## src/elevator_macros.svh

```systemverilog
`ifndef ELEVATOR_MACROS_SVH
`define ELEVATOR_MACROS_SVH

// Building size
`define FLOORS 11

// Floor number width, floor 1 is coded 0 and floor 11 is coded 10
`define FLOOR_W 4

// Motion state code width from the elevator FSM
`define STATE_W 6

// Request stack sizing
`define STACK_DEPTH 11
`define PTR_W 4

// FSM code of the emergency state
`define EMERGENCY_STATE 31

`endif

```

## src/elevator_pkg.sv

```systemverilog
`include "elevator_macros.svh"

package elevator_pkg;

    // One floor number
    typedef logic [`FLOOR_W-1:0] floor_t;

    // One bit per floor, bit n is the floor coded n
    typedef logic [`FLOORS-1:0] floor_mask_t;

    // Motion FSM state code
    // 0 to 10 stopped at that floor, 11 to 30 travelling, 31 emergency
    typedef logic [`STATE_W-1:0] elevator_state_t;

    // True for the stopped codes only
    function automatic logic is_stop_state(input elevator_state_t state);
        return (state < `FLOORS);
    endfunction

endpackage

```

## src/request_capture.sv

```systemverilog
`include "elevator_macros.svh"

module request_capture (
    input  logic                      clock,
    input  logic                      reset_n,
    input  elevator_pkg::floor_mask_t floor_call_buttons,
    input  elevator_pkg::floor_mask_t panel_buttons,
    input  logic                      emergency_button,
    input  logic                      power_switch,
    input  elevator_pkg::floor_t      current_floor,
    input  logic                      full,
    input  logic                      served,
    input  elevator_pkg::floor_t      served_floor,
    output logic                      push,
    output elevator_pkg::floor_t      push_floor,
    output logic                      flush,
    output elevator_pkg::floor_mask_t call_button_lights,
    output elevator_pkg::floor_mask_t panel_button_lights
);

    ////////////////////////////////////////////////////////////
    // Eligibility and selection
    ////////////////////////////////////////////////////////////

    elevator_pkg::floor_mask_t lit;
    elevator_pkg::floor_mask_t here_mask;
    elevator_pkg::floor_mask_t call_elig;
    elevator_pkg::floor_mask_t panel_elig;
    elevator_pkg::floor_mask_t push_mask;
    elevator_pkg::floor_mask_t served_mask;
    elevator_pkg::floor_t      pick_floor;
    logic                      pick_valid;
    logic                      pick_panel;
    logic                      accept_ok;

    assign flush = emergency_button || !power_switch;

    // No new requests during flush, retire or a full stack
    assign accept_ok = !flush && !served && !full;

    assign lit        = call_button_lights | panel_button_lights;
    assign here_mask  = elevator_pkg::floor_mask_t'(1) << current_floor;
    assign call_elig  = floor_call_buttons & ~lit & ~here_mask;
    assign panel_elig = panel_buttons & ~lit & ~here_mask;

    // Lowest floor wins, panel scan last so it overrides the calls
    always_comb begin
        pick_floor = '0;
        pick_valid = 1'b0;
        pick_panel = 1'b0;
        for (int i = `FLOORS - 1; i >= 0; i--) begin
            if (call_elig[i]) begin
                pick_floor = elevator_pkg::floor_t'(i);
                pick_valid = 1'b1;
            end
        end
        for (int i = `FLOORS - 1; i >= 0; i--) begin
            if (panel_elig[i]) begin
                pick_floor = elevator_pkg::floor_t'(i);
                pick_valid = 1'b1;
                pick_panel = 1'b1;
            end
        end
    end

    assign push       = accept_ok && pick_valid;
    assign push_floor = pick_floor;

    ////////////////////////////////////////////////////////////
    // Button lamps
    ////////////////////////////////////////////////////////////

    assign push_mask   = elevator_pkg::floor_mask_t'(1) << pick_floor;
    assign served_mask = elevator_pkg::floor_mask_t'(1) << served_floor;

    always_ff @(posedge clock or negedge reset_n) begin
        if (!reset_n) begin
            call_button_lights  <= '0;
            panel_button_lights <= '0;
        end else if (flush) begin
            call_button_lights  <= '0;
            panel_button_lights <= '0;
        end else if (served) begin
            // Arrival clears both lamps of that floor
            call_button_lights  <= call_button_lights & ~served_mask;
            panel_button_lights <= panel_button_lights & ~served_mask;
        end else if (push) begin
            if (pick_panel)
                panel_button_lights <= panel_button_lights | push_mask;
            else
                call_button_lights <= call_button_lights | push_mask;
        end
    end

    // A retired floor must still have one of its lamps lit
    served_was_lit: assert property (@(posedge clock) disable iff (!reset_n)
        served |-> lit[served_floor]);

endmodule

```

## src/floor_stack.sv

```systemverilog
`include "elevator_macros.svh"

module floor_stack (
    input  logic                 clock,
    input  logic                 reset_n,
    input  logic                 push,
    input  elevator_pkg::floor_t push_floor,
    input  logic                 pop,
    input  logic                 flush,
    output elevator_pkg::floor_t top_floor,
    output logic                 empty,
    output logic                 full
);

    ////////////////////////////////////////////////////////////
    // Storage
    ////////////////////////////////////////////////////////////

    elevator_pkg::floor_t entries [`STACK_DEPTH];
    logic [`PTR_W-1:0]    count;
    logic [`PTR_W-1:0]    top_idx;

    assign empty = (count == '0);
    assign full  = (count == `PTR_W'(`STACK_DEPTH));

    // Slot below the count holds the newest floor
    assign top_idx   = empty ? '0 : count - 1'b1;
    assign top_floor = entries[top_idx];

    // Next free slot is written on push
    always_ff @(posedge clock) begin
        if (push && !flush && !full) begin
            entries[count] <= push_floor;
        end
    end

    ////////////////////////////////////////////////////////////
    // Fill count
    ////////////////////////////////////////////////////////////

    always_ff @(posedge clock or negedge reset_n) begin
        if (!reset_n) begin
            count <= '0;
        end else if (flush) begin
            count <= '0;
        end else if (push && !full) begin
            count <= count + 1'b1;
        end else if (pop && !empty) begin
            count <= count - 1'b1;
        end
    end

    // Capture and dispatch must respect the stack bounds
    no_push_full: assert property (@(posedge clock) disable iff (!reset_n)
        push |-> !full);

    no_pop_empty: assert property (@(posedge clock) disable iff (!reset_n)
        pop |-> !empty);

endmodule

```

## src/dispatcher.sv

```systemverilog
`include "elevator_macros.svh"

module dispatcher (
    input  logic                          clock,
    input  logic                          reset_n,
    input  elevator_pkg::floor_t          top_floor,
    input  logic                          empty,
    input  elevator_pkg::floor_t          current_floor,
    input  elevator_pkg::elevator_state_t elevator_state,
    input  logic                          emergency_button,
    input  logic                          power_switch,
    input  logic                          door_open_button,
    input  logic                          door_close_button,
    output logic                          pop,
    output logic                          served,
    output elevator_pkg::floor_t          served_floor,
    output elevator_pkg::floor_t          floor_selector,
    output logic                          direction,
    output logic                          activate,
    output logic                          door_open_allowed,
    output logic                          door_close_allowed
);

    ////////////////////////////////////////////////////////////
    // Target offer
    ////////////////////////////////////////////////////////////

    logic stopped;
    logic powered_stop;
    logic offering;
    logic at_target;

    assign stopped      = elevator_pkg::is_stop_state(elevator_state);
    assign powered_stop = stopped && power_switch;

    // Stopped, powered, no emergency and something waiting
    assign offering  = powered_stop && !emergency_button && !empty;
    assign at_target = (top_floor == current_floor);

    // Idle selector rests on the current floor
    assign floor_selector = offering ? top_floor : current_floor;
    assign direction      = offering && (top_floor > current_floor);
    assign activate       = offering && !at_target;

    ////////////////////////////////////////////////////////////
    // Retire on arrival
    ////////////////////////////////////////////////////////////

    // Car already sits at the stack top so that entry is done
    assign served       = offering && at_target;
    assign pop          = served;
    assign served_floor = top_floor;

    // Door requests only reach the FSM while parked with power
    assign door_open_allowed  = powered_stop && door_open_button;
    assign door_close_allowed = powered_stop && door_close_button;

    // A stop code names the floor the car stands at
    stop_code_matches_floor: assert property (@(posedge clock) disable iff (!reset_n)
        stopped |-> (elevator_state == elevator_pkg::elevator_state_t'(current_floor)));

endmodule

```

## src/floor_logic_top.sv

```systemverilog
`include "elevator_macros.svh"

module floor_logic_top (
    input  logic                          clock,
    input  logic                          reset_n,
    input  elevator_pkg::floor_mask_t     floor_call_buttons,
    input  elevator_pkg::floor_mask_t     panel_buttons,
    input  logic                          door_open_button,
    input  logic                          door_close_button,
    input  logic                          emergency_button,
    input  logic                          power_switch,
    input  elevator_pkg::floor_t          current_floor,
    input  elevator_pkg::elevator_state_t elevator_state,
    output elevator_pkg::floor_t          floor_selector,
    output logic                          direction,
    output logic                          activate,
    output logic                          door_open_allowed,
    output logic                          door_close_allowed,
    output elevator_pkg::floor_mask_t     call_button_lights,
    output elevator_pkg::floor_mask_t     panel_button_lights
);

    // Capture to stack
    logic                 push;
    elevator_pkg::floor_t push_floor;
    logic                 flush;

    // Stack status
    elevator_pkg::floor_t top_floor;
    logic                 empty;
    logic                 full;

    // Dispatcher feedback
    logic                 pop;
    logic                 served;
    elevator_pkg::floor_t served_floor;

    request_capture u_capture (
        .clock               (clock),
        .reset_n             (reset_n),
        .floor_call_buttons  (floor_call_buttons),
        .panel_buttons       (panel_buttons),
        .emergency_button    (emergency_button),
        .power_switch        (power_switch),
        .current_floor       (current_floor),
        .full                (full),
        .served              (served),
        .served_floor        (served_floor),
        .push                (push),
        .push_floor          (push_floor),
        .flush               (flush),
        .call_button_lights  (call_button_lights),
        .panel_button_lights (panel_button_lights)
    );

    floor_stack u_stack (
        .clock      (clock),
        .reset_n    (reset_n),
        .push       (push),
        .push_floor (push_floor),
        .pop        (pop),
        .flush      (flush),
        .top_floor  (top_floor),
        .empty      (empty),
        .full       (full)
    );

    dispatcher u_dispatch (
        .clock              (clock),
        .reset_n            (reset_n),
        .top_floor          (top_floor),
        .empty              (empty),
        .current_floor      (current_floor),
        .elevator_state     (elevator_state),
        .emergency_button   (emergency_button),
        .power_switch       (power_switch),
        .door_open_button   (door_open_button),
        .door_close_button  (door_close_button),
        .pop                (pop),
        .served             (served),
        .served_floor       (served_floor),
        .floor_selector     (floor_selector),
        .direction          (direction),
        .activate           (activate),
        .door_open_allowed  (door_open_allowed),
        .door_close_allowed (door_close_allowed)
    );

endmodule

```

## config.mk

```make
export PLATFORM = sky130hd
export DESIGN_NAME = floor_logic_top
export DESIGN_NICKNAME = d
export VERILOG_FILES = /design/src/elevator_pkg.sv /design/src/request_capture.sv /design/src/floor_stack.sv /design/src/dispatcher.sv /design/src/floor_logic_top.sv
export VERILOG_INCLUDE_DIRS = /design/src
export SDC_FILE = /design/constraint.sdc
export NUM_CORES = 1
export LEC_CHECK = 0
export BUFFER_PORTS_ARGS = -buffer_cell sky130_fd_sc_hd__buf_2
export CORE_MARGIN = 5
export CORE_UTILIZATION = 45
export DETAILED_ROUTE_END_ITERATION = 8
export PLACE_DENSITY = 0.66
export SLEW_MARGIN = 5
export SYNTH_ARGS = -nofsm -noshare
export SYNTH_HDL_FRONTEND = slang
export SYNTH_SLANG_ARGS = --single-unit
export TNS_END_PERCENT = 20
```

## constraint.sdc

```tcl
create_clock -name clock -period 9.6 [get_ports clock]
set_input_delay 1.92 -clock clock [delete_from_list [all_inputs] [get_ports clock]]
set_output_delay 1.92 -clock clock [all_outputs]
set_load 0.05 [all_outputs]
```

# After elaboration in Yosys (flattened, before gate mapping)
# Memories as Yosys holds them, arrays and structs flattened.
# Cells that the tools add are included.
[totals]
register_bits = 26
ram_bits = 44
inputBits = 38
out_inout_bits = 30
memories = 1
[classes]
addsub = 2
order_cmp = 2
eq_ne = 3
shift = 3
muxes = 70
bitwise = 12
reduce_logical = 29
[mem_list]
columns = ["name", "words", "word_bits", "read_ports", "rd_clocked_by_memory_dff", "wr", "line_no", "source"]
rows = [
  ["u_stack.entries", 11, 4, 1, 0, 1, "floor_stack.sv:19", "elevator_pkg::floor_t entries [`STACK_DEPTH];"],
]
[ops]
columns = ["op", "count"]
rows = [
  ["4-bit two-way mux", 27],
  ["11-bit two-way mux", 8],
  ["11-bit AND", 6],
  ["1-bit two-way mux", 35],
  ["11-bit inverter", 3],
  ["11-bit OR", 3],
  ["1-bit by 4-bit left shift with 11-bit output, first input constant", 3],
  ["1-bit logical AND", 15],
  ["3-bit nonzero test", 3],
  ["1-bit zero test", 7],
  ["6-bit by 4-bit < comparator with 1-bit output, second input constant", 1],
  ["4-bit by 1-bit adder with 4-bit output, second input constant", 1],
  ["4-bit == test", 1],
  ["4-bit == test, second input constant", 1],
  ["4-bit greater-than comparator", 1],
  ["4-bit zero test", 1],
  ["2-bit AND reduction", 2],
  ["4-bit by 1-bit subtractor with 4-bit output, second input constant", 1],
  ["3-bit by 1-bit != test with 1-bit output, second input constant", 1],
  ["1-bit logical OR", 1],
]

# Depth between registers and ports, before layout
[depth]
depth_word = 32
ltp_mapped = 19
mapped_depth_nobuf = 15

# Hierarchy
# Synthesis repeated with hierarchy kept, for this count alone.
[unflattened]
cells_unflattened = 405
hier_area_um2 = 4156.5
[modules_own_cells]
columns = ["mod", "instances", "cells_per_inst", "area_each_um2"]
rows = [
  ["floor_stack", 1, 181, 2341.0],
  ["request_capture", 1, 194, 1575.3],
  ["dispatcher", 1, 30, 240.2],
]

# Least setup slack after synthesis
# Ideal clock, no wire load.
[synth_path]
path_kind = "register -> output"
startpoint = "reg u_stack.count[0]"
endpoint = "out direction"
arrival_time_ns = 4.177
t_required_ns = 7.680
setup_slack_ns = 3.503
stages_incl_launch_ff = 14
n_path_buf = 6
path_cell_list = "dfrtp_1 buf_2 buf_2 inv_1 ha_1 buf_2 buf_2 clkbuf_1 a2111oi_0 o31ai_1 clkbuf_1 ha_1 and4_1 nor3_1"
[synth_between]
elab_chain_cells = 5
elab_cells_between_ends = 8
[synth_lines]
columns = ["element", "line_no", "source"]
rows = [
  ["start: declaration", "floor_stack.sv:20", "logic [`PTR_W-1:0] count;"],
  ["start signal: assignment", "floor_stack.sv:47", "count <= count + 1'b1;"],
  ["start signal: assignment", "floor_stack.sv:49", "count <= count - 1'b1;"],
  ["4-bit by 1-bit subtractor with 4-bit output / 4-bit zero test (equally long branches)", "floor_stack.sv:27, floor_stack.sv:23", ""],
  ["4-bit two-way mux", "floor_stack.sv:27", "assign top_idx = empty ? '0 : count - 1'b1;"],
  ["memory read 11 x 4 bit", "n/a", ""],
  ["4-bit greater-than comparator", "dispatcher.sv:42", "assign direction = offering && (top_floor > current_floor);"],
  ["1-bit logical AND (*)", "dispatcher.sv:42", ""],
  ["end: declaration", "floor_logic_top.sv:15", "output logic direction,"],
]
# Every way passes the cells marked *; elsewhere a longest branch is shown, timed or not.

# Worst setup path after layout
# Ends and elaborated chain as after synthesis.

==> results.sh <==
export IMPL_postCtsResizedCells=0
export IMPL_final_area_um2=5030
export IMPL_fill_cells=866
export IMPL_timing_rr_end="u_stack.entries[1][0]"
export IMPL_cts_setup_buffers=0
export IMPL_tns_ns=0
export IMPL_detailed_place_area_um2=4830
export IMPL_finalCritPeriodShare_pct=69.2
export IMPL_finalPower_uw=771
export IMPL_synth_cells=412
export IMPL_syn_area_um2=4410
export IMPL_crit_fanout=32
export IMPL_finalSetupViolations=0
export IMPL_cts_sinks=70
export IMPL_ys_ff_latch=70
export IMPL_syn_nets=458
export IMPL_die_h_um=109
export IMPL_holdWs_ns=0.571
export IMPL_ys_types=80
export IMPL_syn_area_per_cell_um2=10.7
export IMPL_root_buffer="clkbuf_8"
export IMPL_htree_levels=3
export IMPL_pin_count=68
export IMPL_ys_top_cells_by_area="edfxtp_1 30%, dfrtp_1 15%, a32o_1 3.4%"
export IMPL_die_area_um2=11900
export IMPL_timing_rr_start="u_stack.count[0]"
export IMPL_end_kind="output pin"
export IMPL_ctsHoldBuffers=0
export IMPL_critical_path_startpoint="u_stack.count[0]"
export IMPL_crit_type="flop to output pin"
export IMPL_track_usage_pct=21.8
export IMPL_synth_top_area_cell="edfxtp_1"
export IMPL_hp_class="flop to flop"
export IMPL_yosys_warnings=0
export IMPL_grt_pass1_vias=3775
export IMPL_antenna_found_initial=0
export IMPL_grt_pass1_wl_um=19600
export IMPL_die_x_um=109
export IMPL_drive_gt1_share_pct=27.0
export IMPL_grt_max_degree=33
export IMPL_worst_slew_pin_slew_ns=1.04
export IMPL_drtAntennaViolNets=0
export IMPL_skew_ns=0.0131
export IMPL_ys_flop_type="edfxtp_1"
export IMPL_coreArea_um2=9680
export IMPL_start_util_pct=45.5
export IMPL_io_buffers=67
export IMPL_drc_errors=0
export IMPL_fin_ws_ns=2.96
export IMPL_multiInputGateArea_um2=2310
export IMPL_cellPowerDensity_nw_per_um2=153
export IMPL_area_growth_pct=14.1
export IMPL_dr_pass1_iters=5
export IMPL_routed_via_density=6.18
export IMPL_grt_overflow=0
export IMPL_total_leakage_power_nw=2.05
export IMPL_r2r_cells=13
export IMPL_ir_worst_vdd_mv=0.0701
export IMPL_cts_tree="yes"
export IMPL_yosys_area_top_type_share_pct=30.0
export IMPL_clk_path_buf_depth=2
export IMPL_nNetsFinal=518
export IMPL_regArea_um2=1970
export IMPL_drt_iter0_markers=228
export IMPL_cp_start_kind="flop"
export IMPL_crit_arrival_ns=4.72
export IMPL_vias=3771
export IMPL_place_congestion=0.897
export IMPL_hold_violations=0
export IMPL_ys_async_sr_fraction_pct=37.1
export IMPL_post_dp_hpwl_um=9220
export IMPL_fp_row_count=36
export IMPL_antenna_diode_count=0
export IMPL_clkLatencyLatePin_ns=0.36
export IMPL_wl_per_cell_um=20.5
export IMPL_synth_edf_count=44
export IMPL_totalWireLength_um=12500
export IMPL_clkTransAtPathRegs_ns=0.08
export IMPL_drv_cap=0
export IMPL_seq_area_frac_synth_pct=44.7
export IMPL_r2r_setup_slack_ns=3.92
export IMPL_rsz0062_at_grt="no"
export IMPL_cp_endpoint="direction"
export IMPL_status="finished, final reports clean"
export IMPL_pre_cts_ws_ns=3.38
export IMPL_fmax_mhz=151
export IMPL_fin_crit_ns=6.64
export IMPL_report_final_slew_viol_count=0
export IMPL_max_slew_margin_rel_pct=30.9
export IMPL_worstPathRequired_ns=7.68
export IMPL_cts_buffers_inserted=9
-- cell usage after synthesis (all sizes together), types with 3 or more instances --
master	number
nor4b	4
or4b	3
o211ai	5
nor3b	9
a211oi	3
a21o	4
nor2	20
ha	8
and3	9
nor3	14
o31ai	5
nand2b	12
or3	4
nor4	3
edfxtp	44
dfrtp	26
a31oi	3
and2	18
a32o	15
a22o	3
nand4bb	3
o22ai	8
inv	10
nand3b	3
a21oi	14
mux2i	5
o21ai	15
buf	14
nand3	14
nor2b	8
mux2	3
o32ai	3
clkbuf	6
a31o	3
o311ai	3
nand2	29
o31a	3
or3b	14
and4bb	4
a22oi	4
-- worst max-delay path: stages (launching register included) --
cell and delay (ns):
dfrtp_1 1.03, inv_1 0.23, ha_1 0.85, a2111oi_0 0.23
a2111o_1 0.42, o211ai_1 0.15, nand2_1 0.20, inv_2 0.18
ha_1 0.26, nor2b_1 0.13, o21ai_0 0.17, nand2b_1 0.07
a21oi_1 0.14, nor3_1 0.05, buf_2 0.22
-- stage by stage --
stage / util [%] / cells
after floorplan: - / 412
after global placement: 49.9 / 594
after detailed placement: 49.9 / 594
after CTS: 52.0 / 610
after global routing: 52.0 / 610
final: 52.0 / 610
-- registers in the layout (all words and copies together), names as in the netlist --
name / flops
u_capture.panel_button_lights: 11
u_stack.count: 4
u_stack.entries: 44
u_capture.call_button_lights: 11
-- metal layers --
layer	vias to the layer above	wire (µm)	global-route usage [%]
met5	-	0	0
met4	0	367	9.65
met3	28	730	3.49
met2	153	6310	36.6
met1	1842	5100	27.7
li1	1748	-	-
-- report_power, final --
group          internal (mW)  switching, mW  leakage (nW)  total [mW]
clock                  0.122          0.117        0.0931       0.239
sequential             0.330        0.00893         0.789       0.338
combinational         0.0669          0.127          1.17       0.194
total                  0.518          0.253          2.05       0.771
-- placed cells by master, fill, tap and decap left out, drive strengths merged, types with 4 or more instances in the layout --
cell type,instances
and2,18
o211ai,5
nor2,20
dfrtp,26
ha,8
a21oi,14
inv,11
o21ai,15
nor3,14
and3,9
a22oi,4
and4bb,4
nand2b,12
nor3b,9
a32o,15
edfxtp,44
nor2b,8
or3b,14
nor4b,4
nand2,29
nand3,14
a21o,4
o22ai,8
clkbuf,10
buf,69
o31ai,5
or3,4
mux2i,5
-- logic make-up (layout without fill, tap and decap cells) --
| family | Yosys count | count (layout) | synth area share (%) |
|---|---|---|---|
| compound gates | 114 | 114 | 20.6 |
| xor+xnor | 1 | 1 | 0.199 |
| fa+ha+maj | 8 | 8 | 2.27 |
| buf+inv | 30 | 95 | 2.95 |
| flops | 70 | 70 | 44.7 |
| mux | 10 | 10 | 2.92 |
| simple gates | 179 | 179 | 26.3 |
-- layout make-up --
class | count | area share [%]
Multi-Input combinational cell | 312 | 45.8
Timing Repair Buffer | 69 | 6.96
Clock buffer | 10 | 2.54
Inverter | 10 | 0.746
Tap cell | 133 | 3.31
Clock inverter | 6 | 1.42
Sequential cell | 70 | 39.2
-- worst min path at each step --
stage / to / cells after the start / start
after floorplan: u_stack.count[1] / 2 / u_stack.count[1]
after global placement: u_capture.panel_button_lights[0] / 1 / u_capture.panel_button_lights[0]
after detailed placement: u_capture.panel_button_lights[0] / 1 / u_capture.panel_button_lights[0]
after CTS: u_capture.panel_button_lights[0] / 1 / u_capture.panel_button_lights[0]
after global routing: u_capture.panel_button_lights[0] / 1 / u_capture.panel_button_lights[0]
final: u_capture.panel_button_lights[0] / 1 / u_capture.panel_button_lights[0]
No activity file was read; power rests on OpenSTA's default activity.
